<file path="src/mc1201_pkg.sv">
/*
 * shared bus widths, device address map, grant encodings
 * and board constants for the mc1201 system bus fabric
 */
package mc1201_pkg;

   //**********************************************************************
   //* widths
   //**********************************************************************
   localparam int DEV_N = 5;              // decoded bus targets

   typedef logic [16:0]      adr_t;       // bit 16 marks the console (shadow) half
   typedef logic [15:0]      dma_adr_t;   // dma masters reach the low 64k only
   typedef logic [15:0]      word_t;
   typedef logic [1:0]       sel_t;       // high and low byte lanes
   typedef logic [DEV_N-1:0] dev_vec_t;   // one bit per decoded device

   // bit positions inside dev_vec_t
   localparam int DEV_ROM  = 0;
   localparam int DEV_DRAM = 1;
   localparam int DEV_TT   = 2;
   localparam int DEV_RK   = 3;
   localparam int DEV_MY   = 4;

   // bit positions of the sd card request vectors
   localparam int REQ_RK = 0;
   localparam int REQ_DW = 1;
   localparam int REQ_DX = 2;
   localparam int REQ_MY = 3;

   //**********************************************************************
   //* i/o page map
   //**********************************************************************
   localparam adr_t TT_BASE = 17'o177560;    // 8 bytes of console port
   localparam adr_t RK_BASE = 17'o177400;    // 16 bytes of rk disk registers
   localparam adr_t MY_BASE = 17'o172140;    // 4 bytes of my floppy registers

   localparam int unsigned TT_SHIFT = 3;     // low bits ignored per device
   localparam int unsigned RK_SHIFT = 4;
   localparam int unsigned MY_SHIFT = 2;

   localparam logic [3:0] ROM_TAG     = 4'b1110;  // shadow rom at 140000 of console half
   localparam logic [2:0] IO_PAGE_TAG = 3'b111;   // top 8k that bit 16 flips for dram

   //**********************************************************************
   //* board
   //**********************************************************************
   localparam int SLOW_DIV = 22;                  // cpu slow-down period in clocks
   localparam int SLOW_W   = $clog2(SLOW_DIV);

   // bus owner
   typedef enum logic [1:0] {
      GNT_CPU,
      GNT_RK,
      GNT_MY
   } grant_e;

   // sd card owner
   typedef enum logic [2:0] {
      SD_IDLE,
      SD_RK,
      SD_DW,
      SD_DX,
      SD_MY
   } sd_owner_e;

endpackage

</file>
<file path="src/wb_bus_if.sv">
/*
 * shared wishbone bus between the master switch and the
 * i/o page decoder, with master and slave modports
 */
`timescale 1ns/1ps

interface wb_bus_if;
   import mc1201_pkg::*;

   adr_t  adr;     // 17 bit address with the console half on top
   word_t dat_w;   // write data from the owner
   word_t dat_r;   // read data from the strobed device
   logic  cyc;     // cycle in progress
   logic  we;      // 1 = write
   sel_t  sel;     // byte select
   logic  stb;     // data strobe
   logic  ack;     // device acknowledge

   // bus owner side
   modport master (
      output adr, dat_w, cyc, we, sel, stb,
      input  dat_r, ack
   );

   // device side
   modport slave (
      input  adr, dat_w, cyc, we, sel, stb,
      output dat_r, ack
   );

endinterface

</file>
<file path="src/bus_master_switch.sv">
/*
 * dma arbiter and bus master switch
 * hands the shared bus to the cpu or to the rk / my dma controllers
 */
`timescale 1ns/1ps

module bus_master_switch (
   input  logic                 wb_clk,
   input  logic                 rst_n_i,
   // cpu master
   input  mc1201_pkg::adr_t     cpu_adr_i,
   input  mc1201_pkg::word_t    cpu_dat_i,
   input  logic                 cpu_cyc_i,
   input  logic                 cpu_we_i,
   input  mc1201_pkg::sel_t     cpu_sel_i,
   input  logic                 cpu_stb_i,
   output logic                 cpu_ack_o,
   output logic                 cpu_gnt_o,
   // rk dma master
   input  logic                 rk_dma_req_i,
   input  mc1201_pkg::dma_adr_t rk_dma_adr_i,
   input  mc1201_pkg::word_t    rk_dma_dat_i,
   input  logic                 rk_dma_we_i,
   input  logic                 rk_dma_stb_i,
   output logic                 rk_dma_gnt_o,
   output logic                 rk_dma_ack_o,
   // my dma master
   input  logic                 my_dma_req_i,
   input  mc1201_pkg::dma_adr_t my_dma_adr_i,
   input  mc1201_pkg::word_t    my_dma_dat_i,
   input  logic                 my_dma_we_i,
   input  logic                 my_dma_stb_i,
   output logic                 my_dma_gnt_o,
   output logic                 my_dma_ack_o,
   // shared bus
   wb_bus_if.master             bus
);
   import mc1201_pkg::*;

   grant_e gnt_q;   // current bus owner
   logic   is_rk;
   logic   is_my;

   //**********************************************************************
   //* arbiter
   //**********************************************************************
   // owner changes only between bus cycles
   always_ff @(posedge wb_clk) begin
      if (!rst_n_i) begin
         gnt_q <= GNT_CPU;
      end else if (!bus.cyc) begin
         if (rk_dma_req_i) begin
            gnt_q <= GNT_RK;       // rk wins over my
         end else if (my_dma_req_i) begin
            gnt_q <= GNT_MY;
         end else begin
            gnt_q <= GNT_CPU;      // no dma pending
         end
      end
   end

   assign is_rk = (gnt_q == GNT_RK);
   assign is_my = (gnt_q == GNT_MY);

   assign cpu_gnt_o    = (gnt_q == GNT_CPU);  // cpu stalls on ack while low
   assign rk_dma_gnt_o = is_rk;
   assign my_dma_gnt_o = is_my;

   //**********************************************************************
   //* master multiplexer
   //**********************************************************************
   assign bus.adr   = is_rk ? adr_t'(rk_dma_adr_i) :   // dma address zero-extended
                      is_my ? adr_t'(my_dma_adr_i) : cpu_adr_i;
   assign bus.dat_w = is_rk ? rk_dma_dat_i : is_my ? my_dma_dat_i : cpu_dat_i;
   assign bus.cyc   = is_rk ? rk_dma_req_i : is_my ? my_dma_req_i : cpu_cyc_i; // req frames the cycle
   assign bus.we    = is_rk ? rk_dma_we_i  : is_my ? my_dma_we_i  : cpu_we_i;
   assign bus.sel   = (is_rk | is_my) ? 2'b11 : cpu_sel_i;   // dma moves whole words
   assign bus.stb   = is_rk ? rk_dma_stb_i : is_my ? my_dma_stb_i : cpu_stb_i;

   // ack goes back to the owner only
   assign cpu_ack_o    = cpu_gnt_o & bus.ack;
   assign rk_dma_ack_o = is_rk & bus.ack;
   assign my_dma_ack_o = is_my & bus.ack;

endmodule

</file>
<file path="src/io_page_decoder.sv">
/*
 * address decoder for the shared bus
 * device strobes, acknowledge or and read data multiplexer
 */
`timescale 1ns/1ps

module io_page_decoder (
   wb_bus_if.slave              bus,
   output mc1201_pkg::dev_vec_t dev_stb_o,   // one strobe per device
   input  mc1201_pkg::dev_vec_t dev_ack_i,
   input  mc1201_pkg::word_t    rom_dat_i,
   input  mc1201_pkg::word_t    dram_dat_i,
   input  mc1201_pkg::word_t    tt_dat_i,
   input  mc1201_pkg::word_t    rk_dat_i,
   input  mc1201_pkg::word_t    my_dat_i
);
   import mc1201_pkg::*;

   logic  bus_act;              // stb and cyc together
   word_t dev_dat [DEV_N];      // read data by device index
   word_t rd_mux;

   // register window match ignoring the low address bits
   function automatic logic io_hit(adr_t adr, adr_t base, int unsigned sh);
      return (adr >> sh) == (base >> sh);
   endfunction

   assign bus_act = bus.stb & bus.cyc;

   //**********************************************************************
   //* strobes
   //**********************************************************************
   // monitor rom in the shadow area
   assign dev_stb_o[DEV_ROM]  = bus_act & (bus.adr[16:13] == ROM_TAG);
   // user half below the i/o page, console half only inside it
   assign dev_stb_o[DEV_DRAM] = bus_act & ((bus.adr[15:13] != IO_PAGE_TAG) ^ bus.adr[16]);
   assign dev_stb_o[DEV_TT]   = bus_act & io_hit(bus.adr, TT_BASE, TT_SHIFT); // 177560..177566
   assign dev_stb_o[DEV_RK]   = bus_act & io_hit(bus.adr, RK_BASE, RK_SHIFT); // 177400..177416
   assign dev_stb_o[DEV_MY]   = bus_act & io_hit(bus.adr, MY_BASE, MY_SHIFT); // 172140..172142

   //**********************************************************************
   //* acknowledge and read data
   //**********************************************************************
   assign bus.ack = |dev_ack_i;   // devices answer only when strobed

   assign dev_dat[DEV_ROM]  = rom_dat_i;
   assign dev_dat[DEV_DRAM] = dram_dat_i;
   assign dev_dat[DEV_TT]   = tt_dat_i;
   assign dev_dat[DEV_RK]   = rk_dat_i;
   assign dev_dat[DEV_MY]   = my_dat_i;

   // or of all strobed sources
   always_comb begin
      rd_mux = '0;
      for (int i = 0; i < DEV_N; i++) begin
         if (dev_stb_o[i]) begin
            rd_mux = rd_mux | dev_dat[i];
         end
      end
   end

   assign bus.dat_r = rd_mux;   // zero when nothing is selected

endmodule

</file>
<file path="src/sd_card_dispatcher.sv">
/*
 * sd card access dispatcher
 * one card shared by rk, dw, dx and my in fixed priority
 */
`timescale 1ns/1ps

module sd_card_dispatcher (
   input  logic       wb_clk,
   input  logic       rst_n_i,
   input  logic [3:0] sd_req_i,    // rk, dw, dx, my from bit 0
   output logic [3:0] sd_ack_o,
   input  logic [3:0] sd_mosi_i,
   input  logic [3:0] sd_cs_i,
   output logic       sdcard_mosi_o,
   output logic       sdcard_cs_o
);
   import mc1201_pkg::*;

   sd_owner_e owner_q;
   logic      own_req;   // request line of the current owner

   always_comb begin
      case (owner_q)
         SD_RK:   own_req = sd_req_i[REQ_RK];
         SD_DW:   own_req = sd_req_i[REQ_DW];
         SD_DX:   own_req = sd_req_i[REQ_DX];
         SD_MY:   own_req = sd_req_i[REQ_MY];
         default: own_req = 1'b0;
      endcase
   end

   //**********************************************************************
   //* grant state
   //**********************************************************************
   always_ff @(posedge wb_clk) begin
      if (!rst_n_i) begin
         owner_q <= SD_IDLE;
      end else if (owner_q == SD_IDLE) begin
         // card free, pick the first requester
         if (sd_req_i[REQ_RK])      owner_q <= SD_RK;
         else if (sd_req_i[REQ_DW]) owner_q <= SD_DW;
         else if (sd_req_i[REQ_DX]) owner_q <= SD_DX;
         else if (sd_req_i[REQ_MY]) owner_q <= SD_MY;
      end else if (!own_req) begin
         owner_q <= SD_IDLE;   // released, next grant one cycle later
      end
   end

   assign sd_ack_o[REQ_RK] = (owner_q == SD_RK);
   assign sd_ack_o[REQ_DW] = (owner_q == SD_DW);
   assign sd_ack_o[REQ_DX] = (owner_q == SD_DX);
   assign sd_ack_o[REQ_MY] = (owner_q == SD_MY);

   //**********************************************************************
   //* card line routing
   //**********************************************************************
   always_comb begin
      case (owner_q)
         SD_DW: begin
            sdcard_mosi_o = sd_mosi_i[REQ_DW];
            sdcard_cs_o   = sd_cs_i[REQ_DW];
         end
         SD_DX: begin
            sdcard_mosi_o = sd_mosi_i[REQ_DX];
            sdcard_cs_o   = sd_cs_i[REQ_DX];
         end
         SD_MY: begin
            sdcard_mosi_o = sd_mosi_i[REQ_MY];
            sdcard_cs_o   = sd_cs_i[REQ_MY];
         end
         SD_RK: begin
            sdcard_mosi_o = sd_mosi_i[REQ_RK];
            sdcard_cs_o   = sd_cs_i[REQ_RK];
         end
         default: begin
            sdcard_mosi_o = 1'b1;   // idle line, card deselected
            sdcard_cs_o   = 1'b1;
         end
      endcase
   end

endmodule

</file>
<file path="src/board_ctrl.sv">
/*
 * board control
 * timer button debounce and enable, timer irq gate,
 * cpu slow-down enable and indicator leds
 */
`timescale 1ns/1ps

module board_ctrl (
   input  logic       wb_clk,
   input  logic       rst_n_i,
   input  logic       tick_50hz_i,    // one clock pulse at 50 hz
   input  logic       timer_btn_i,    // 1 = pressed
   input  logic       cpu_slow_i,
   input  logic [3:0] sd_req_i,       // rk, dw, dx, my from bit 0
   output logic       timer_irq_o,
   output logic       cpu_clk_ena_o,
   output logic [3:0] led_o           // active low
);
   import mc1201_pkg::*;

   logic [1:0]        btn_sh;   // button samples taken one per tick
   logic              lock;     // toggle done for this press
   logic              timer_on;
   logic [SLOW_W-1:0] slow_cnt;
   logic              slow_pulse;

   //**********************************************************************
   //* timer button
   //**********************************************************************
   always_ff @(posedge wb_clk) begin
      if (!rst_n_i) begin
         btn_sh   <= '0;
         lock     <= 1'b0;
         timer_on <= 1'b1;   // timer runs after reset
      end else if (tick_50hz_i) begin
         btn_sh <= {btn_sh[0], timer_btn_i};
         if (&btn_sh) begin
            if (!lock) begin
               timer_on <= ~timer_on;   // stable press
            end
            lock <= 1'b1;
         end else if (~|btn_sh) begin
            lock <= 1'b0;               // stable release re-arms
         end
      end
   end

   assign timer_irq_o = tick_50hz_i & timer_on;

   //**********************************************************************
   //* slow-down counter
   //**********************************************************************
   always_ff @(posedge wb_clk) begin
      if (!rst_n_i) begin
         slow_cnt <= '0;
      end else if (slow_cnt == SLOW_W'(SLOW_DIV - 1)) begin
         slow_cnt <= '0;
      end else begin
         slow_cnt <= slow_cnt + 1'b1;
      end
   end

   assign slow_pulse    = (slow_cnt == '0);   // one clock in SLOW_DIV
   assign cpu_clk_ena_o = cpu_slow_i ? slow_pulse : 1'b1;

   // leds
   assign led_o[0] = ~sd_req_i[REQ_RK];
   assign led_o[1] = ~sd_req_i[REQ_DW];
   assign led_o[2] = ~(sd_req_i[REQ_MY] | sd_req_i[REQ_DX]);   // shared floppy lamp
   assign led_o[3] = ~timer_on;

endmodule

</file>
<file path="src/mc1201_fabric.sv">
/*
 * mc1201 system bus fabric top level
 * master switch, i/o page decoder, sd dispatcher, board control
 */
`timescale 1ns/1ps

module mc1201_fabric (
   input  logic                 wb_clk,
   input  logic                 rst_n_i,
   input  logic                 tick_50hz_i,
   // cpu
   input  mc1201_pkg::adr_t     cpu_adr_i,
   input  mc1201_pkg::word_t    cpu_dat_i,
   output mc1201_pkg::word_t    cpu_dat_o,      // bus read data that also feeds dma
   input  logic                 cpu_cyc_i,
   input  logic                 cpu_we_i,
   input  mc1201_pkg::sel_t     cpu_sel_i,
   input  logic                 cpu_stb_i,
   output logic                 cpu_ack_o,
   output logic                 cpu_gnt_o,
   // rk dma
   input  logic                 rk_dma_req_i,
   input  mc1201_pkg::dma_adr_t rk_dma_adr_i,
   input  mc1201_pkg::word_t    rk_dma_dat_i,
   input  logic                 rk_dma_we_i,
   input  logic                 rk_dma_stb_i,
   output logic                 rk_dma_gnt_o,
   output logic                 rk_dma_ack_o,
   // my dma
   input  logic                 my_dma_req_i,
   input  mc1201_pkg::dma_adr_t my_dma_adr_i,
   input  mc1201_pkg::word_t    my_dma_dat_i,
   input  logic                 my_dma_we_i,
   input  logic                 my_dma_stb_i,
   output logic                 my_dma_gnt_o,
   output logic                 my_dma_ack_o,
   // devices
   output mc1201_pkg::dev_vec_t dev_stb_o,
   input  mc1201_pkg::dev_vec_t dev_ack_i,
   input  mc1201_pkg::word_t    rom_dat_i,
   input  mc1201_pkg::word_t    dram_dat_i,
   input  mc1201_pkg::word_t    tt_dat_i,
   input  mc1201_pkg::word_t    rk_dat_i,
   input  mc1201_pkg::word_t    my_dat_i,
   // sd card
   input  logic [3:0]           sd_req_i,
   output logic [3:0]           sd_ack_o,
   input  logic [3:0]           sd_mosi_i,
   input  logic [3:0]           sd_cs_i,
   output logic                 sdcard_mosi_o,
   output logic                 sdcard_cs_o,
   // board
   input  logic                 timer_btn_i,
   input  logic                 cpu_slow_i,
   output logic                 timer_irq_o,
   output logic                 cpu_clk_ena_o,
   output logic [3:0]           led_o
);

   wb_bus_if bus ();   // shared bus

   assign cpu_dat_o = bus.dat_r;

   //**********************************************************************
   //* bus fabric
   //**********************************************************************
   bus_master_switch u_switch (
      .wb_clk       (wb_clk),
      .rst_n_i      (rst_n_i),
      .cpu_adr_i    (cpu_adr_i),
      .cpu_dat_i    (cpu_dat_i),
      .cpu_cyc_i    (cpu_cyc_i),
      .cpu_we_i     (cpu_we_i),
      .cpu_sel_i    (cpu_sel_i),
      .cpu_stb_i    (cpu_stb_i),
      .cpu_ack_o    (cpu_ack_o),
      .cpu_gnt_o    (cpu_gnt_o),
      .rk_dma_req_i (rk_dma_req_i),
      .rk_dma_adr_i (rk_dma_adr_i),
      .rk_dma_dat_i (rk_dma_dat_i),
      .rk_dma_we_i  (rk_dma_we_i),
      .rk_dma_stb_i (rk_dma_stb_i),
      .rk_dma_gnt_o (rk_dma_gnt_o),
      .rk_dma_ack_o (rk_dma_ack_o),
      .my_dma_req_i (my_dma_req_i),
      .my_dma_adr_i (my_dma_adr_i),
      .my_dma_dat_i (my_dma_dat_i),
      .my_dma_we_i  (my_dma_we_i),
      .my_dma_stb_i (my_dma_stb_i),
      .my_dma_gnt_o (my_dma_gnt_o),
      .my_dma_ack_o (my_dma_ack_o),
      .bus          (bus.master)
   );

   io_page_decoder u_decoder (
      .bus        (bus.slave),
      .dev_stb_o  (dev_stb_o),
      .dev_ack_i  (dev_ack_i),
      .rom_dat_i  (rom_dat_i),
      .dram_dat_i (dram_dat_i),
      .tt_dat_i   (tt_dat_i),
      .rk_dat_i   (rk_dat_i),
      .my_dat_i   (my_dat_i)
   );

   //**********************************************************************
   //* sd card and board
   //**********************************************************************
   sd_card_dispatcher u_sd_disp (
      .wb_clk        (wb_clk),
      .rst_n_i       (rst_n_i),
      .sd_req_i      (sd_req_i),
      .sd_ack_o      (sd_ack_o),
      .sd_mosi_i     (sd_mosi_i),
      .sd_cs_i       (sd_cs_i),
      .sdcard_mosi_o (sdcard_mosi_o),
      .sdcard_cs_o   (sdcard_cs_o)
   );

   board_ctrl u_board (
      .wb_clk        (wb_clk),
      .rst_n_i       (rst_n_i),
      .tick_50hz_i   (tick_50hz_i),
      .timer_btn_i   (timer_btn_i),
      .cpu_slow_i    (cpu_slow_i),
      .sd_req_i      (sd_req_i),    // same requests light the disk leds
      .timer_irq_o   (timer_irq_o),
      .cpu_clk_ena_o (cpu_clk_ena_o),
      .led_o         (led_o)
   );

endmodule

</file>
<file path="config.mk">
export PLATFORM = sky130hd
export DESIGN_NAME = mc1201_fabric
export DESIGN_NICKNAME = d
export VERILOG_FILES = /design/src/mc1201_pkg.sv /design/src/wb_bus_if.sv /design/src/bus_master_switch.sv /design/src/io_page_decoder.sv /design/src/sd_card_dispatcher.sv /design/src/board_ctrl.sv /design/src/mc1201_fabric.sv
export SDC_FILE = /design/constraint.sdc
export NUM_CORES = 1
export LEC_CHECK = 0
export BUFFER_PORTS_ARGS = -buffer_cell sky130_fd_sc_hd__buf_2
export CAP_MARGIN = 20
export CORE_AREA = 2 2 97 99
export CTS_BUF_LIST = sky130_fd_sc_hd__clkbuf_16
export CTS_CLUSTER_DIAMETER = 30
export DETAILED_ROUTE_END_ITERATION = 7
export DIE_AREA = 0 0 99 101
export PLACE_DENSITY = 0.62
export SYNTH_ARGS = -nofsm -noshare
export SYNTH_HDL_FRONTEND = slang
export SYNTH_SLANG_ARGS = --single-unit
</file>
<file path="constraint.sdc">
create_clock -name wb_clk -period 6.05 [get_ports wb_clk]
set_input_delay 0.3025 -clock wb_clk [delete_from_list [all_inputs] [get_ports wb_clk]]
set_output_delay 0.3025 -clock wb_clk [all_outputs]
set_load 0.01 [all_outputs]
</file>
# Word level (Yosys, flattened, before mapping)
# Index checks and enable logic that the tools add are counted.
# totals
regBits	14
inputBits	210
# classes
n_bitwise	22
addsub	1
eq_ne	15
reduce_logical	10
n_mux	25
# op_table
op	n
$mux 16	5
$or 16x16->16	4
$mux 17	2
$mux 3	6
$eq 15x14->1 const B	1
$eq 14x13->1 const B	1
$eq 13x12->1 const B	1
$pmux 1 s4	3
$and 1x1->1	10
$mux 1	7
$eq 3x2->1 const B	2
$not 1->1	6
$reduce_and 2->1	3
$add 5x1->5 const B	1
$eq 5x5->1 const B	1
$logic_not 5->1	1
$ne 5x5->1 const B	1
$reduce_or 5->1	1
$eq 4x4->1 const B	1
$mux 2	2
$reduce_and 4->1	1
$reduce_or 2->1	2
$eq 3x1->1 const B	1
$eq 3x3->1 const B	1
9 further kinds	9

# Logic depth before layout (Yosys ltp)
# Gate-level depths: netlist of run 1.
# logic_depth
word_depth	14
mapped_depth	11

# Cells and area by module
# Synthesis of run 1 repeated with hierarchy kept, for this count alone.
# hier_totals
cells_unflattened	369
hier_area_um2	2577.5
# by_module_without_submodules
module	cells_per_inst	area_per_inst_um2	n_inst
bus_master_switch	141	959.7	1
io_page_decoder	149	897.1	1
board_ctrl	45	420.4	1
sd_card_dispatcher	34	300.3	1

# Worst setup path after synthesis of run 1
# OpenSTA, ideal clock, no wires.
# synth_path
path_type	register to output
startpoint	register u_switch.gnt_q[1]
endpoint	output cpu_dat_o[10]
n_path_buf	3
arrival_ns	2.237
setup_slack_ns	3.511
stages_incl_launch_ff	10
t_required_ns	5.747
path_cell_list	dfxtp_1 -> buf_6 -> buf_4 -> mux2i_1 -> a21oi_1 -> or4bb_1 -> nor3_2 -> buf_6 -> a22oi_1 -> nand3_1
# synth_between
word_cells_on_any_way	29
cone_classes	7 x eq/ne; 11 x mux; 11 x bitwise
# synth_lines
item	line	rtl
start, declared	bus_master_switch.sv:40	grant_e gnt_q;
start signal, assigned	bus_master_switch.sv:50	gnt_q <= GNT_CPU;
start signal, assigned	bus_master_switch.sv:53	gnt_q <= GNT_RK;
start signal, assigned	bus_master_switch.sv:55	gnt_q <= GNT_MY;
$eq 2x2->1	bus_master_switch.sv:63	assign is_my = (gnt_q == GNT_MY);
$mux 17 (tied with other cells)	bus_master_switch.sv:73	is_my ? adr_t'(my_dma_adr_i) : cpu_adr_i;
$mux 17 (tied with other cells)	bus_master_switch.sv:72	assign bus.adr = is_rk ? adr_t'(rk_dma_adr_i) :
$eq 13x12->1 or $and 1x1->1 (tied branches)	io_page_decoder.sv:25, io_page_decoder.sv:28	
$and 1x1->1 (*)	io_page_decoder.sv:38	assign dev_stb_o[DEV_RK] = bus_act & io_hit(bus.adr, RK_BASE, RK_SHIFT);
net dev_stb_o[3]	mc1201_fabric.sv:38	output mc1201_pkg::dev_vec_t dev_stb_o,
$mux 16 (*)	io_page_decoder.sv:56	if (dev_stb_o[i]) begin
$or 16x16->16	io_page_decoder.sv:57	rd_mux = rd_mux | dev_dat[i];
$mux 16 (*)	io_page_decoder.sv:56	
end, declared	mc1201_fabric.sv:14	output mc1201_pkg::word_t cpu_dat_o,
# The timed path passes the listed nets; every way through them passes the cells marked *.

# Final worst setup path of run 1
# layout_path
startpoint	register u_switch.gnt_q[1]
endpoint	output cpu_dat_o[4]
# layout_between
elab_chain_len	14
word_cells_on_any_way	29
cone_classes	7 x eq/ne; 11 x mux; 11 x bitwise
# layout_lines
item	line	rtl
$eq 2x2->1	bus_master_switch.sv:63	
$mux 17 (tied with other cells)	bus_master_switch.sv:73	
$mux 17 (tied with other cells)	bus_master_switch.sv:72	
$eq 4x4->1 or $and 1x1->1 (tied branches)	io_page_decoder.sv:34, io_page_decoder.sv:28	
$and 1x1->1	io_page_decoder.sv:34	assign dev_stb_o[DEV_ROM] = bus_act & (bus.adr[16:13] == ROM_TAG);
$mux 16	io_page_decoder.sv:56	
$or 16x16->16	io_page_decoder.sv:57	
$mux 16	io_page_decoder.sv:56	
$or 16x16->16	io_page_decoder.sv:57	
$mux 16	io_page_decoder.sv:56	
$or 16x16->16	io_page_decoder.sv:57	
$mux 16	io_page_decoder.sv:56	
$or 16x16->16	io_page_decoder.sv:57	
$mux 16 (*)	io_page_decoder.sv:56	
# Every way passes the cells marked *; elsewhere a longest branch is shown, timed or not.

==> metrics.txt, run 1 <==
# TYPE chip_impl_metric gauge
chip_impl_metric{name="synth_edf_count",unit=""} 0
chip_impl_metric{name="drv_slew",unit=""} 0
chip_impl_metric{name="timing_worst_slew_pin_value",unit="ps"} 948
chip_impl_info{name="worst_setup_path_endpoint",value="cpu_dat_o[4]"} 1
chip_impl_metric{name="core_area",unit="µm²"} 8980
chip_impl_metric{name="maxClockFrequency",unit="MHz"} 253
chip_impl_metric{name="io_buffers",unit=""} 189
chip_impl_info{name="setup.worst_path.class",value="reg -> out"} 1
chip_impl_metric{name="synthesis_stage_register_bit_count",unit=""} 14
chip_impl_metric{name="vias",unit=""} 2603
chip_impl_metric{name="final-setup-viol-count",unit=""} 0
chip_impl_info{name="grt_setup_unrepaired",value="no"} 1
chip_impl_metric{name="timing.setup.tns",unit="ps"} 0
chip_impl_info{name="synth_top_flop_cell",value="dfxtp_1"} 1
chip_impl_metric{name="cts.repair.resized",unit=""} 0
chip_impl_info{name="cts_tree",value="yes"} 1
chip_impl_metric{name="skew",unit="ps"} 2.17
chip_impl_metric{name="mean_instance_size_in_the_synthesized_netlist",unit="µm²"} 7.64
chip_impl_metric{name="wl_per_cell",unit="µm"} 14.3
chip_impl_metric{name="yosysUniqueCellTypes",unit=""} 51
chip_impl_metric{name="layout_min_cycle_time",unit="ps"} 3960
chip_impl_metric{name="final-hold-violation-count",unit=""} 0
chip_impl_metric{name="cp_data_required_time",unit="ps"} 5750
chip_impl_metric{name="final-seq-area",unit="µm²"} 282
chip_impl_metric{name="synth.net_count",unit=""} 466
chip_impl_metric{name="async_reset_ff_frac",unit=""} 0
chip_impl_metric{name="power_leakage",unit="µW"} 0.00154
chip_impl_metric{name="multiInputGateArea",unit="µm²"} 1490
chip_impl_metric{name="post_cts_setup_repair_bufs",unit=""} 0
chip_impl_metric{name="grt_overflow",unit=""} 0
chip_impl_metric{name="cts_hold_buf",unit=""} 0
chip_impl_info{name="timing.critical_path.from_type",value="flop"} 1
chip_impl_metric{name="dpl.hpwl",unit="mm"} 6.66
chip_impl_metric{name="initial_core_util",unit=""} 0.214
chip_impl_metric{name="route.detailed.drc",unit=""} 0
chip_impl_metric{name="gate_count_after_technology_mapping",unit=""} 252
chip_impl_metric{name="dr.pass1.iters",unit=""} 5
chip_impl_metric{name="avgViaCountPerCell",unit=""} 4.78
chip_impl_metric{name="worst_ir_drop_vdd",unit="µV"} 168
chip_impl_metric{name="htreeDepth",unit=""} 1
chip_impl_metric{name="aggregate_global_route_resource_usage",unit=""} 0.138
chip_impl_info{name="hold_class",value="in -> reg"} 1
chip_impl_metric{name="antenna_left",unit=""} 0
chip_impl_metric{name="final_nets",unit=""} 649
chip_impl_info{name="outcome",value="complete, no violations"} 1
chip_impl_metric{name="fin_ws",unit="ps"} 2090
chip_impl_metric{name="grt_pass1_vias",unit=""} 2370
chip_impl_metric{name="clk_latency",unit="ps"} 240
chip_impl_info{name="timing.critical_path.from",value="u_switch.gnt_q[1]"} 1
chip_impl_metric{name="layout_worst_path_cycle_share",unit=""} 0.654
chip_impl_metric{name="post-place-ws",unit="ps"} 2280
chip_impl_metric{name="i_o_pin_total",unit=""} 249
chip_impl_metric{name="fp.dieArea",unit="µm²"} 10000
chip_impl_metric{name="place_congestion",unit=""} 0.758
chip_impl_metric{name="drt_iter0_drc",unit=""} 50
chip_impl_info{name="r2r-end",value="u_switch.gnt_q[1]"} 1
chip_impl_metric{name="reg2reg_depth",unit=""} 6
chip_impl_metric{name="post_route_cells_drive_above_1_share",unit=""} 0.493
chip_impl_info{name="rr_startpoint",value="u_switch.gnt_q[1]"} 1
chip_impl_metric{name="post_synth_instance_area",unit="µm²"} 1920
chip_impl_metric{name="worst-path-max-fanout",unit=""} 28
chip_impl_metric{name="grt_pass1_wl",unit="mm"} 11.3
chip_impl_metric{name="max_slew_margin",unit=""} 0.364
chip_impl_metric{name="cts.reportedPaths.clkPinSlew",unit="ps"} 50
chip_impl_metric{name="power-per-cell-area",unit="nW/µm²"} 131
chip_impl_metric{name="core.rowCount",unit=""} 35
chip_impl_metric{name="fillCellCount",unit=""} 977
chip_impl_metric{name="antenna_found_initial",unit=""} 0
chip_impl_metric{name="wirelength",unit="mm"} 7.78
chip_impl_info{name="timing.critical_path.to_type",value="primary output"} 1
chip_impl_metric{name="clock-sinks",unit=""} 14
chip_impl_metric{name="ctsLongestPathBuffers",unit=""} 2
chip_impl_metric{name="reg2reg_slack",unit="ps"} 4220
chip_impl_metric{name="cts_inserted_buffers",unit=""} 3
chip_impl_metric{name="sequential_area_share_after_synthesis",unit=""} 0.146
chip_impl_metric{name="worstPathArrival",unit="ps"} 3650
chip_impl_metric{name="grt_max_degree",unit=""} 29
chip_impl_metric{name="drv_cap",unit=""} 0
chip_impl_info{name="clock-root-buffer",value="clkbuf_16"} 1
chip_impl_metric{name="fp.dieH",unit="µm"} 101
chip_impl_metric{name="synth_warnings",unit=""} 0
chip_impl_metric{name="die_x",unit="µm"} 99
chip_impl_metric{name="syn2layout_area_growth",unit="%"} 57.0
chip_impl_metric{name="antennaDiodeCount",unit=""} 0
report_power, final:
part / total [µW] / internal [µW] / switching (µW) / leakage, µW
combinational: 164 / 84.8 / 79.6 / 0.00139
sequential: 107 / 97.3 / 9.67 / 0.000115
clock: 123 / 87.1 / 35.7 / 0.0000385
total: 394 / 269 / 125 / 0.00154
how the worst min path moves through the flow:
stage	end	start	cells after the start	slack, ps
after detailed placement	u_board.slow_cnt[0]	u_board.slow_cnt[0]	1	470
after CTS	u_board.timer_on	rst_n_i	2	270
after global placement	u_board.slow_cnt[0]	u_board.slow_cnt[0]	1	460
after global routing	u_board.timer_on	rst_n_i	2	280
final	u_board.timer_on	rst_n_i	2	270
after floorplan	u_board.timer_on	rst_n_i	1	370
critical path, cell delays in order, from the launching register on:
cell     delay [ps]
dfxtp_2         540
buf_4           410
mux2i_1         150
mux2i_1         270
o211a_1         430
nand2_1         190
nor4_4          870
a221o_1         280
a221o_1         120
buf_2           140
synthesized netlist by cell type (4+ instances only):
master	n	area (µm²)
buf_4	4	30.0
mux2i_1	29	290
ha_1	4	50.1
nor2b_1	8	50.1
clkbuf_1	4	15.0
a21oi_1	11	55.1
mux2_2	5	56.3
nor3b_1	4	30.0
nand3_1	13	65.1
nor2_1	25	93.8
a221o_1	12	120
inv_1	12	45.0
buf_6	4	45.0
buf_2	4	20.0
nand2_1	31	116
dfxtp_1	14	280
a22oi_1	21	158
stage by stage:
stage | std cells | cell area [µm²] | total power [µW] | hold WS (ps) | util
after detailed placement | 541 | 2940 | 275 | 473 | 0.328
after global placement | 540 | 2930 | 271 | 459 | 0.326
after floorplan | 252 | 1920 | 193 | 374 | -
final | 545 | 3020 | 394 | 272 | 0.336
after CTS | 545 | 3020 | 399 | 272 | 0.336
after global routing | 545 | 3020 | 420 | 277 | 0.336
state kept, by name, indices dropped and copies added, names as in the netlist:
| register | cells |
|---|---|
| u_switch.gnt_q | 2 |
| u_board.btn_sh | 2 |
| u_board.lock | 1 |
| u_sd_disp.owner_q | 3 |
| u_board.timer_on | 1 |
| u_board.slow_cnt | 5 |
area by class of cell:
type,instances,share of cell area
clock inverters,1,0.00124
clock buffers,3,0.0249
well taps,111,0.0460
repair buffers,194,0.327
inverters,12,0.0149
flip-flops and latches,14,0.0932
multi-input cells,210,0.493
kinds of logic (layout without fill, tap and decap cells):
| family | count (synthesis) | after routing | synth area share |
|---|---|---|---|
| adders and majority gates | 4 | 4 | 0.0260 |
| xor gates and xnor gates | 5 | 5 | 0.0267 |
| and+or+nand+nor | 106 | 106 | 0.298 |
| AOI/OAI and AO/OA | 61 | 61 | 0.243 |
| muxes | 34 | 34 | 0.180 |
| DFF | 14 | 14 | 0.146 |
| buffers and inverters | 28 | 210 | 0.0806 |
placed cells by master, fill, tap and decap left out, drive strengths merged, types with 2 or more instances in the layout:
cell    count
a21oi      11
a211oi      3
mux2        5
nor2b       8
inv        12
clkbuf      3
and3        2
nor4        2
buf       194
nor2       25
o211a       2
a221o      12
a22oi      22
ha          4
nor3        6
nand3      14
nor3b       4
or3         2
and4b       2
xnor2       3
o21ai       3
or4         2
xor2        2
mux2i      29
dfxtp      14
nand2      31
metal layers:
metal | wire length (µm) | global-route usage | vias up
met5 | 0 | 0 | -
met2 | 4220 | 0.286 | 123
met3 | 591 | 0.0166 | 2
li1 | - | - | 1308
met4 | 16 | 0.0158 | 0
met1 | 2960 | 0.153 | 1170
Power figures use the tool's default switching activity.
==> run 2: changes to the inputs <==
--- a/config.mk
+++ b/config.mk
@@ -5,14 +5,15 @@
 export SDC_FILE = /design/constraint.sdc
 export NUM_CORES = 1
 export LEC_CHECK = 0
+export ABC_AREA = 1
 export BUFFER_PORTS_ARGS = -buffer_cell sky130_fd_sc_hd__buf_2
 export CAP_MARGIN = 20
-export CORE_AREA = 2 2 97 99
+export CORE_AREA = 2 2 96 98
 export CTS_BUF_LIST = sky130_fd_sc_hd__clkbuf_16
 export CTS_CLUSTER_DIAMETER = 30
 export DETAILED_ROUTE_END_ITERATION = 7
-export DIE_AREA = 0 0 99 101
-export PLACE_DENSITY = 0.62
+export DIE_AREA = 0 0 98 100
+export PLACE_DENSITY = 0.74
 export SYNTH_ARGS = -nofsm -noshare
 export SYNTH_HDL_FRONTEND = slang
 export SYNTH_SLANG_ARGS = --single-unit
==> constraint.sdc (replaced) <==
create_clock -name wb_clk -period 3.3 [get_ports wb_clk]
set_input_delay 0.165 -clock wb_clk [delete_from_list [all_inputs] [get_ports wb_clk]]
set_output_delay 0.165 -clock wb_clk [all_outputs]
set_load 0.01 [all_outputs]
==> metrics.txt, run 2 <==
# TYPE chip_impl_metric gauge
chip_impl_info{name="outcome",value="complete, no violations"} 1
chip_impl_metric{name="layout_min_cycle_time",unit="ps"} 2860
chip_impl_metric{name="timing_worst_slew_pin_value",unit="ps"} 677
chip_impl_metric{name="drv_cap",unit=""} 0
chip_impl_metric{name="die_x",unit="µm"} 98
chip_impl_metric{name="power_leakage",unit="µW"} 0.00223
chip_impl_metric{name="syn2layout_area_growth",unit="%"} 39.6
chip_impl_metric{name="cp_slowest_stage_delay",unit="ps"} 660
chip_impl_metric{name="fin_hold_ws",unit="ps"} 152
chip_impl_metric{name="wl_met1",unit="mm"} 3.37
chip_impl_metric{name="vias",unit=""} 3357
chip_impl_metric{name="cts_hold_buf",unit=""} 0
chip_impl_metric{name="worstPathArrival",unit="ps"} 2690
chip_impl_metric{name="core_area",unit="µm²"} 8890
chip_impl_info{name="yosys.cell_count.top_type",value="nand2_1"} 1
chip_impl_info{name="synth_area_leaders",value="nand2_1, inv_1, dfxtp_1"} 1
chip_impl_info{name="largestRegisters",value="u_board.slow_cnt (5), u_sd_disp.owner_q (3)"} 1
chip_impl_metric{name="post_route_cells_drive_above_1_share",unit=""} 0.394
chip_impl_metric{name="timing.setup.tns",unit="ps"} 0
chip_impl_metric{name="synth.net_count",unit=""} 678
chip_impl_metric{name="antenna_left",unit=""} 0
chip_impl_metric{name="post-place-ws",unit="ps"} 662
chip_impl_metric{name="final-setup-viol-count",unit=""} 0
chip_impl_metric{name="wl_per_cell",unit="µm"} 11.8
chip_impl_metric{name="worst-path-max-fanout",unit=""} 19
chip_impl_info{name="hold_class",value="in -> reg"} 1
chip_impl_metric{name="core.rowCount",unit=""} 35
chip_impl_metric{name="i_o_pin_total",unit=""} 249
chip_impl_metric{name="drv_slew",unit=""} 0
chip_impl_metric{name="post_cts_setup_repair_bufs",unit=""} 0
chip_impl_metric{name="mean_instance_size_in_the_synthesized_netlist",unit="µm²"} 5.63
chip_impl_metric{name="final-hold-violation-count",unit=""} 0
chip_impl_metric{name="cts.reportedPaths.clkPinSlew",unit="ps"} 50
chip_impl_metric{name="sequential_area_share_after_synthesis",unit=""} 0.107
chip_impl_metric{name="dr.pass1.iters",unit=""} 4
chip_impl_metric{name="antenna_found_initial",unit=""} 3
chip_impl_metric{name="wl_met2",unit="mm"} 4.38
chip_impl_metric{name="htreeDepth",unit=""} 1
chip_impl_metric{name="dpl.hpwl",unit="mm"} 7.58
chip_impl_metric{name="critical_path_buf_inv_count",unit=""} 2
chip_impl_metric{name="yosysUniqueCellTypes",unit=""} 35
chip_impl_info{name="crit_path_cell_trace",value="nand2_4 > nand3_1 > nand2_2 > nor2_8 > nand2_2 > nor2_4 > nand4_1 > nand2_1 > inv_1 > nand2_1 > buf_2"} 1
chip_impl_info{name="timing.critical_path.max_delay_family",value="simple AND/OR/NAND/NOR gates"} 1
chip_impl_info{name="synth_top_flop_cell",value="dfxtp_1"} 1
chip_impl_metric{name="power-per-cell-area",unit="nW/µm²"} 290
chip_impl_info{name="final_common_cell",value="buf_2"} 1
chip_impl_metric{name="synthDominantCellAreaShare",unit=""} 0.191
chip_impl_metric{name="worst_ir_drop_vdd",unit="µV"} 433
chip_impl_metric{name="synth_warnings",unit=""} 0
chip_impl_info{name="cts_tree",value="yes"} 1
chip_impl_info{name="standard_cell_with_the_maximum_stage_delay_on_the_critical_path",value="dfxtp_1"} 1
chip_impl_metric{name="synth_edf_count",unit=""} 0
chip_impl_metric{name="grt_pass1_wl",unit="mm"} 14.6
chip_impl_metric{name="route.detailed.drc",unit=""} 0
chip_impl_metric{name="grt_pass1_vias",unit=""} 3190
chip_impl_metric{name="fillCellCount",unit=""} 1012
chip_impl_metric{name="wl_met3",unit="mm"} 1.07
chip_impl_metric{name="fp.dieH",unit="µm"} 100
chip_impl_info{name="netlist_top_cells_count",value="nand2_1, inv_1, nor2_1"} 1
chip_impl_metric{name="gate_count_after_technology_mapping",unit=""} 464
chip_impl_metric{name="largest_register_ff_count",unit=""} 5
chip_impl_metric{name="grt_overflow",unit=""} 0
chip_impl_metric{name="clk_latency",unit="ps"} 240
chip_impl_info{name="timing.critical_path.to_type",value="primary output"} 1
chip_impl_metric{name="fin_ws",unit="ps"} 440
chip_impl_metric{name="initial_core_util",unit=""} 0.294
chip_impl_info{name="reg_with_most_ffs",value="u_board.slow_cnt"} 1
chip_impl_metric{name="place_congestion",unit=""} 0.823
chip_impl_metric{name="post_synth_instance_area",unit="µm²"} 2610
chip_impl_metric{name="cp_data_required_time",unit="ps"} 3130
chip_impl_metric{name="aggregate_global_route_resource_usage",unit=""} 0.180
chip_impl_metric{name="wirelength",unit="mm"} 8.91
chip_impl_info{name="setup.worst_path.class",value="reg -> out"} 1
chip_impl_metric{name="maxClockFrequency",unit="MHz"} 350
chip_impl_metric{name="fp.dieArea",unit="µm²"} 9800
chip_impl_metric{name="grt_max_degree",unit=""} 20
chip_impl_info{name="clock-root-buffer",value="clkbuf_16"} 1
chip_impl_info{name="mostFrequentLayoutCells",value="buf_2, nand2_1, inv_1, nor2_1, nand3_1"} 1
chip_impl_metric{name="skew",unit="ps"} 1.82
chip_impl_metric{name="layout_worst_path_cycle_share",unit=""} 0.867
chip_impl_metric{name="cts.repair.resized",unit=""} 0
chip_impl_metric{name="synthesis_stage_register_bit_count",unit=""} 14
chip_impl_metric{name="io_buffers",unit=""} 189
chip_impl_info{name="post-synth-top-area-cell",value="nand2_1"} 1
chip_impl_metric{name="final_nets",unit=""} 859
chip_impl_metric{name="max_slew_margin",unit=""} 0.547
chip_impl_info{name="timing.critical_path.from_type",value="flop"} 1
chip_impl_info{name="highest_layer",value="met5"} 1
chip_impl_metric{name="cts_inserted_buffers",unit=""} 3
chip_impl_metric{name="async_reset_ff_frac",unit=""} 0
chip_impl_metric{name="drt_iter0_drc",unit=""} 96
chip_impl_metric{name="clock-sinks",unit=""} 14
chip_impl_metric{name="avgViaCountPerCell",unit=""} 4.43
chip_impl_metric{name="ctsLongestPathBuffers",unit=""} 2
chip_impl_info{name="grt_setup_unrepaired",value="no"} 1
-- run 2: cell count changes in the layout (fill, tap and decap cells not counted), sizes merged, moves of 12 or more --
cell,previous run,this run
a221o,12,0
nand3,14,59
a22oi,22,2
inv,12,81
mux2i,29,0
nor2,25,78
nand4,0,21
nand2,31,156
-- run 2: worst paths after layout --
| kind | start | cells after the start | end | slack (ps) |
|---|---|---|---|---|
| worst max-delay path | u_switch.gnt_q[0] | 11 | cpu_dat_o[0] | 440 |
| worst min-delay path | timer_btn_i | 3 | u_board.btn_sh[0] | 150 |
| worst max register to register | u_switch.gnt_q[0] | 6 | u_switch.gnt_q[1] | 1630 |
| worst min register to register | u_board.lock | 2 | u_board.lock | 480 |
-- run 2: kinds of logic (layout without fill, tap and decap cells) --
family / Yosys count / in the layout / synth area share
AO/OA/AOI/OAI: 22 / 22 / 0.0465
XOR/XNOR: 1 / 1 / 0.00335
adder cells (fa/ha/maj): 4 / 4 / 0.0192
buffers and inverters: 95 / 275 / 0.174
flip-flops: 14 / 14 / 0.107
other: 0 / 2 / 0
AND/OR/NAND/NOR: 328 / 328 / 0.650
-- run 2: routing by layer --
metal,vias to the layer above,track usage
met4,2,0.0288
li1,1815,-
met3,10,0.0634
met2,125,0.344
met5,-,0
met1,1405,0.194
-- run 2: through the flow --
stage / util / instances / power [µW] / cell area [µm²]
finish: 0.410 / 757 / 1060 / 3640
global route: 0.409 / 755 / 1160 / 3640
CTS: 0.409 / 755 / 1070 / 3640
global placement: 0.401 / 751 / 828 / 3560
detailed placement: 0.401 / 751 / 833 / 3560
floorplan: - / 464 / 639 / 2610
-- run 2: worst min-delay path: cells and delay by family --
kind	cells	cell delay, ps
simple gates	2	110
buf+inv	1	80
-- run 2: final cells by class --
class / count / area, µm² / area share
inverters: 81 / 312 / 0.0855
clock buffers: 3 / 75.1 / 0.0206
multi-input cells: 355 / 1880 / 0.515
clock inverters: 1 / 3.75 / 0.00103
repair buffers: 190 / 953 / 0.262
diodes: 2 / 5.00 / 0.00137
flip-flops and latches: 14 / 280 / 0.0769
well taps: 111 / 139 / 0.0381
-- run 2: where the power goes --
part | total, µW | internal (µW) | switching, µW
Clock | 232 | 160 | 71.2
Combinational | 623 | 235 | 388
Sequential | 201 | 183 | 17.7
==> run 3: changes to the inputs <==
--- a/config.mk
+++ b/config.mk
@@ -13,7 +13,7 @@
 export CTS_CLUSTER_DIAMETER = 30
 export DETAILED_ROUTE_END_ITERATION = 7
 export DIE_AREA = 0 0 98 100
-export PLACE_DENSITY = 0.74
+export PLACE_DENSITY = 0.8
 export SYNTH_ARGS = -nofsm -noshare
 export SYNTH_HDL_FRONTEND = slang
 export SYNTH_SLANG_ARGS = --single-unit
==> metrics.txt, run 3 (synthesis results as in run 2) <==
# TYPE chip_impl_metric gauge
chip_impl_metric{name="groute.layer.met1.usage",unit=""} 0.200
chip_impl_metric{name="final-setup-viol-count",unit=""} 0
chip_impl_metric{name="route.detailed.drc",unit=""} 0
chip_impl_metric{name="vias",unit=""} 3453
chip_impl_metric{name="core_area",unit="µm²"} 8890
chip_impl_metric{name="timing_worst_slew_pin_value",unit="ps"} 688
chip_impl_metric{name="cts_inserted_buffers",unit=""} 3
chip_impl_metric{name="cp_data_required_time",unit="ps"} 3130
chip_impl_metric{name="antenna_found_initial",unit=""} 0
chip_impl_metric{name="final-seq-area",unit="µm²"} 280
chip_impl_metric{name="cts_hold_buf",unit=""} 0
chip_impl_metric{name="fp.dieH",unit="µm"} 100
chip_impl_metric{name="worstPathArrival",unit="ps"} 2760
chip_impl_metric{name="cts.repair.resized",unit=""} 0
chip_impl_info{name="timing.critical_path.to_type",value="primary output"} 1
chip_impl_metric{name="htreeDepth",unit=""} 1
chip_impl_metric{name="met2_usage",unit=""} 0.320
chip_impl_metric{name="layout_min_cycle_time",unit="ps"} 2920
chip_impl_metric{name="layout_worst_path_cycle_share",unit=""} 0.885
chip_impl_metric{name="drv_cap",unit=""} 0
chip_impl_metric{name="core.rowCount",unit=""} 35
chip_impl_metric{name="grt_pass1_wl",unit="mm"} 13.8
chip_impl_metric{name="antennaDiodeCount",unit=""} 0
chip_impl_info{name="timing.critical_path.from",value="u_switch.gnt_q[0]"} 1
chip_impl_metric{name="skew",unit="ps"} 0.632
chip_impl_metric{name="grt_pass1_vias",unit=""} 3032
chip_impl_metric{name="timing.setup.tns",unit="ps"} 0
chip_impl_metric{name="final_nets",unit=""} 859
chip_impl_metric{name="max_slew_margin",unit=""} 0.540
chip_impl_metric{name="antenna_left",unit=""} 0
chip_impl_info{name="clock-root-buffer",value="clkbuf_16"} 1
chip_impl_metric{name="syn2layout_area_growth",unit="%"} 39.2
chip_impl_metric{name="use_met3",unit=""} 0.0327
chip_impl_metric{name="post_route_cells_drive_above_1_share",unit=""} 0.395
chip_impl_info{name="worstHoldStart",value="timer_btn_i"} 1
chip_impl_metric{name="grt_overflow",unit=""} 0
chip_impl_metric{name="wl_per_cell",unit="µm"} 11.7
chip_impl_metric{name="fp.dieArea",unit="µm²"} 9800
chip_impl_info{name="largestRegisters",value="u_board.slow_cnt (5), u_sd_disp.owner_q (3)"} 1
chip_impl_metric{name="die_x",unit="µm"} 98
chip_impl_metric{name="initial_core_util",unit=""} 0.294
chip_impl_metric{name="post_cts_setup_repair_bufs",unit=""} 0
chip_impl_info{name="grt_setup_unrepaired",value="no"} 1
chip_impl_info{name="timing.critical_path.from_type",value="flop"} 1
chip_impl_metric{name="clock-sinks",unit=""} 14
chip_impl_metric{name="wirelength",unit="mm"} 8.82
chip_impl_info{name="reg_with_most_ffs",value="u_board.slow_cnt"} 1
chip_impl_metric{name="drt_iter0_drc",unit=""} 149
chip_impl_metric{name="worst-path-max-fanout",unit=""} 19
chip_impl_metric{name="cp_slowest_stage_delay",unit="ps"} 660
chip_impl_info{name="cts_tree",value="yes"} 1
chip_impl_info{name="setup.worst_path.class",value="reg -> out"} 1
chip_impl_metric{name="cts.reportedPaths.clkPinSlew",unit="ps"} 40
chip_impl_metric{name="power_leakage",unit="µW"} 0.00223
chip_impl_metric{name="drv_slew",unit=""} 0
chip_impl_info{name="final_common_cell",value="buf_2"} 1
chip_impl_metric{name="final-hold-violation-count",unit=""} 0
chip_impl_info{name="rr_startpoint",value="u_switch.gnt_q[0]"} 1
chip_impl_metric{name="clk_latency",unit="ps"} 240
chip_impl_metric{name="power-per-cell-area",unit="nW/µm²"} 290
chip_impl_info{name="top_usage_layer",value="met2"} 1
chip_impl_metric{name="io_buffers",unit=""} 189
chip_impl_metric{name="i_o_pin_total",unit=""} 249
chip_impl_info{name="standard_cell_with_the_maximum_stage_delay_on_the_critical_path",value="dfxtp_1"} 1
chip_impl_metric{name="worst_ir_drop_vdd",unit="µV"} 309
chip_impl_metric{name="fin_hold_ws",unit="ps"} 167
chip_impl_metric{name="avgViaCountPerCell",unit=""} 4.58
chip_impl_metric{name="grt_max_degree",unit=""} 20
chip_impl_metric{name="maxClockFrequency",unit="MHz"} 342
chip_impl_metric{name="dpl.hpwl",unit="mm"} 7.20
chip_impl_metric{name="multiInputGateArea",unit="µm²"} 1880
chip_impl_metric{name="aggregate_global_route_resource_usage",unit=""} 0.169
chip_impl_info{name="crit_path_cell_trace",value="nand2_4 > nand3_1 > nand2_2 > nor2_8 > nand2_2 > nor2_4 > nand4_1 > nand2_1 > inv_1 > nand2_1 > buf_2"} 1
chip_impl_metric{name="place_congestion",unit=""} 0.829
chip_impl_info{name="hold_class",value="in -> reg"} 1
chip_impl_info{name="outcome",value="complete, no violations"} 1
chip_impl_metric{name="ctsLongestPathBuffers",unit=""} 2
chip_impl_metric{name="dr.pass1.iters",unit=""} 4
chip_impl_metric{name="largest_register_ff_count",unit=""} 5
chip_impl_info{name="mostFrequentLayoutCells",value="buf_2, nand2_1, inv_1, nor2_1, nand3_1"} 1
chip_impl_metric{name="fillCellCount",unit=""} 998
## run 3: area by class of cell
| type | instances | area share |
|---|---|---|
| timing repair buffer | 190 | 0.262 |
| multi-input combinational | 355 | 0.516 |
| inverter | 81 | 0.0857 |
| sequential | 14 | 0.0771 |
| clock buffer | 3 | 0.0206 |
| tap | 111 | 0.0382 |
## run 3: final timing paths
path,end,slack (ps),depth (start not counted)
min reg2reg,u_board.slow_cnt[0],480,1
max reg2reg,u_switch.gnt_q[1],1620,7
max,cpu_dat_o[4],380,11
min,u_board.btn_sh[0],170,3
## run 3: metrics by stage
step           worst slack (ps)  utilization  instances  power, µW  instance area [µm²]
3_5_place_dp                644        0.401        751        837                 3560
6_report                    380        0.409        754       1050                 3640
5_1_grt                     173        0.409        754       1140                 3640
4_1_cts                     379        0.409        754       1060                 3640
2_1_floorplan              1430            -        464        639                 2610
3_3_place_gp                668        0.401        751        829                 3560
## run 3: power by group
group / internal, µW / switching, µW
Sequential: 183 / 17.4
Clock: 158 / 62.7
Combinational: 235 / 396
Total: 576 / 477
## run 3: metal layers
metal	up-vias	wire length, µm
li1	1809	-
met1	1491	3590
met2	146	4350
met3	7	825
met4	0	54
met5	-	0
## run 3: worst max-delay path, delay by kind of cell (launching register included)
family                 cells  cell delay, ps
AND/OR/NAND/NOR            9            1660
flip-flops                 1             660
buffers and inverters      2             180
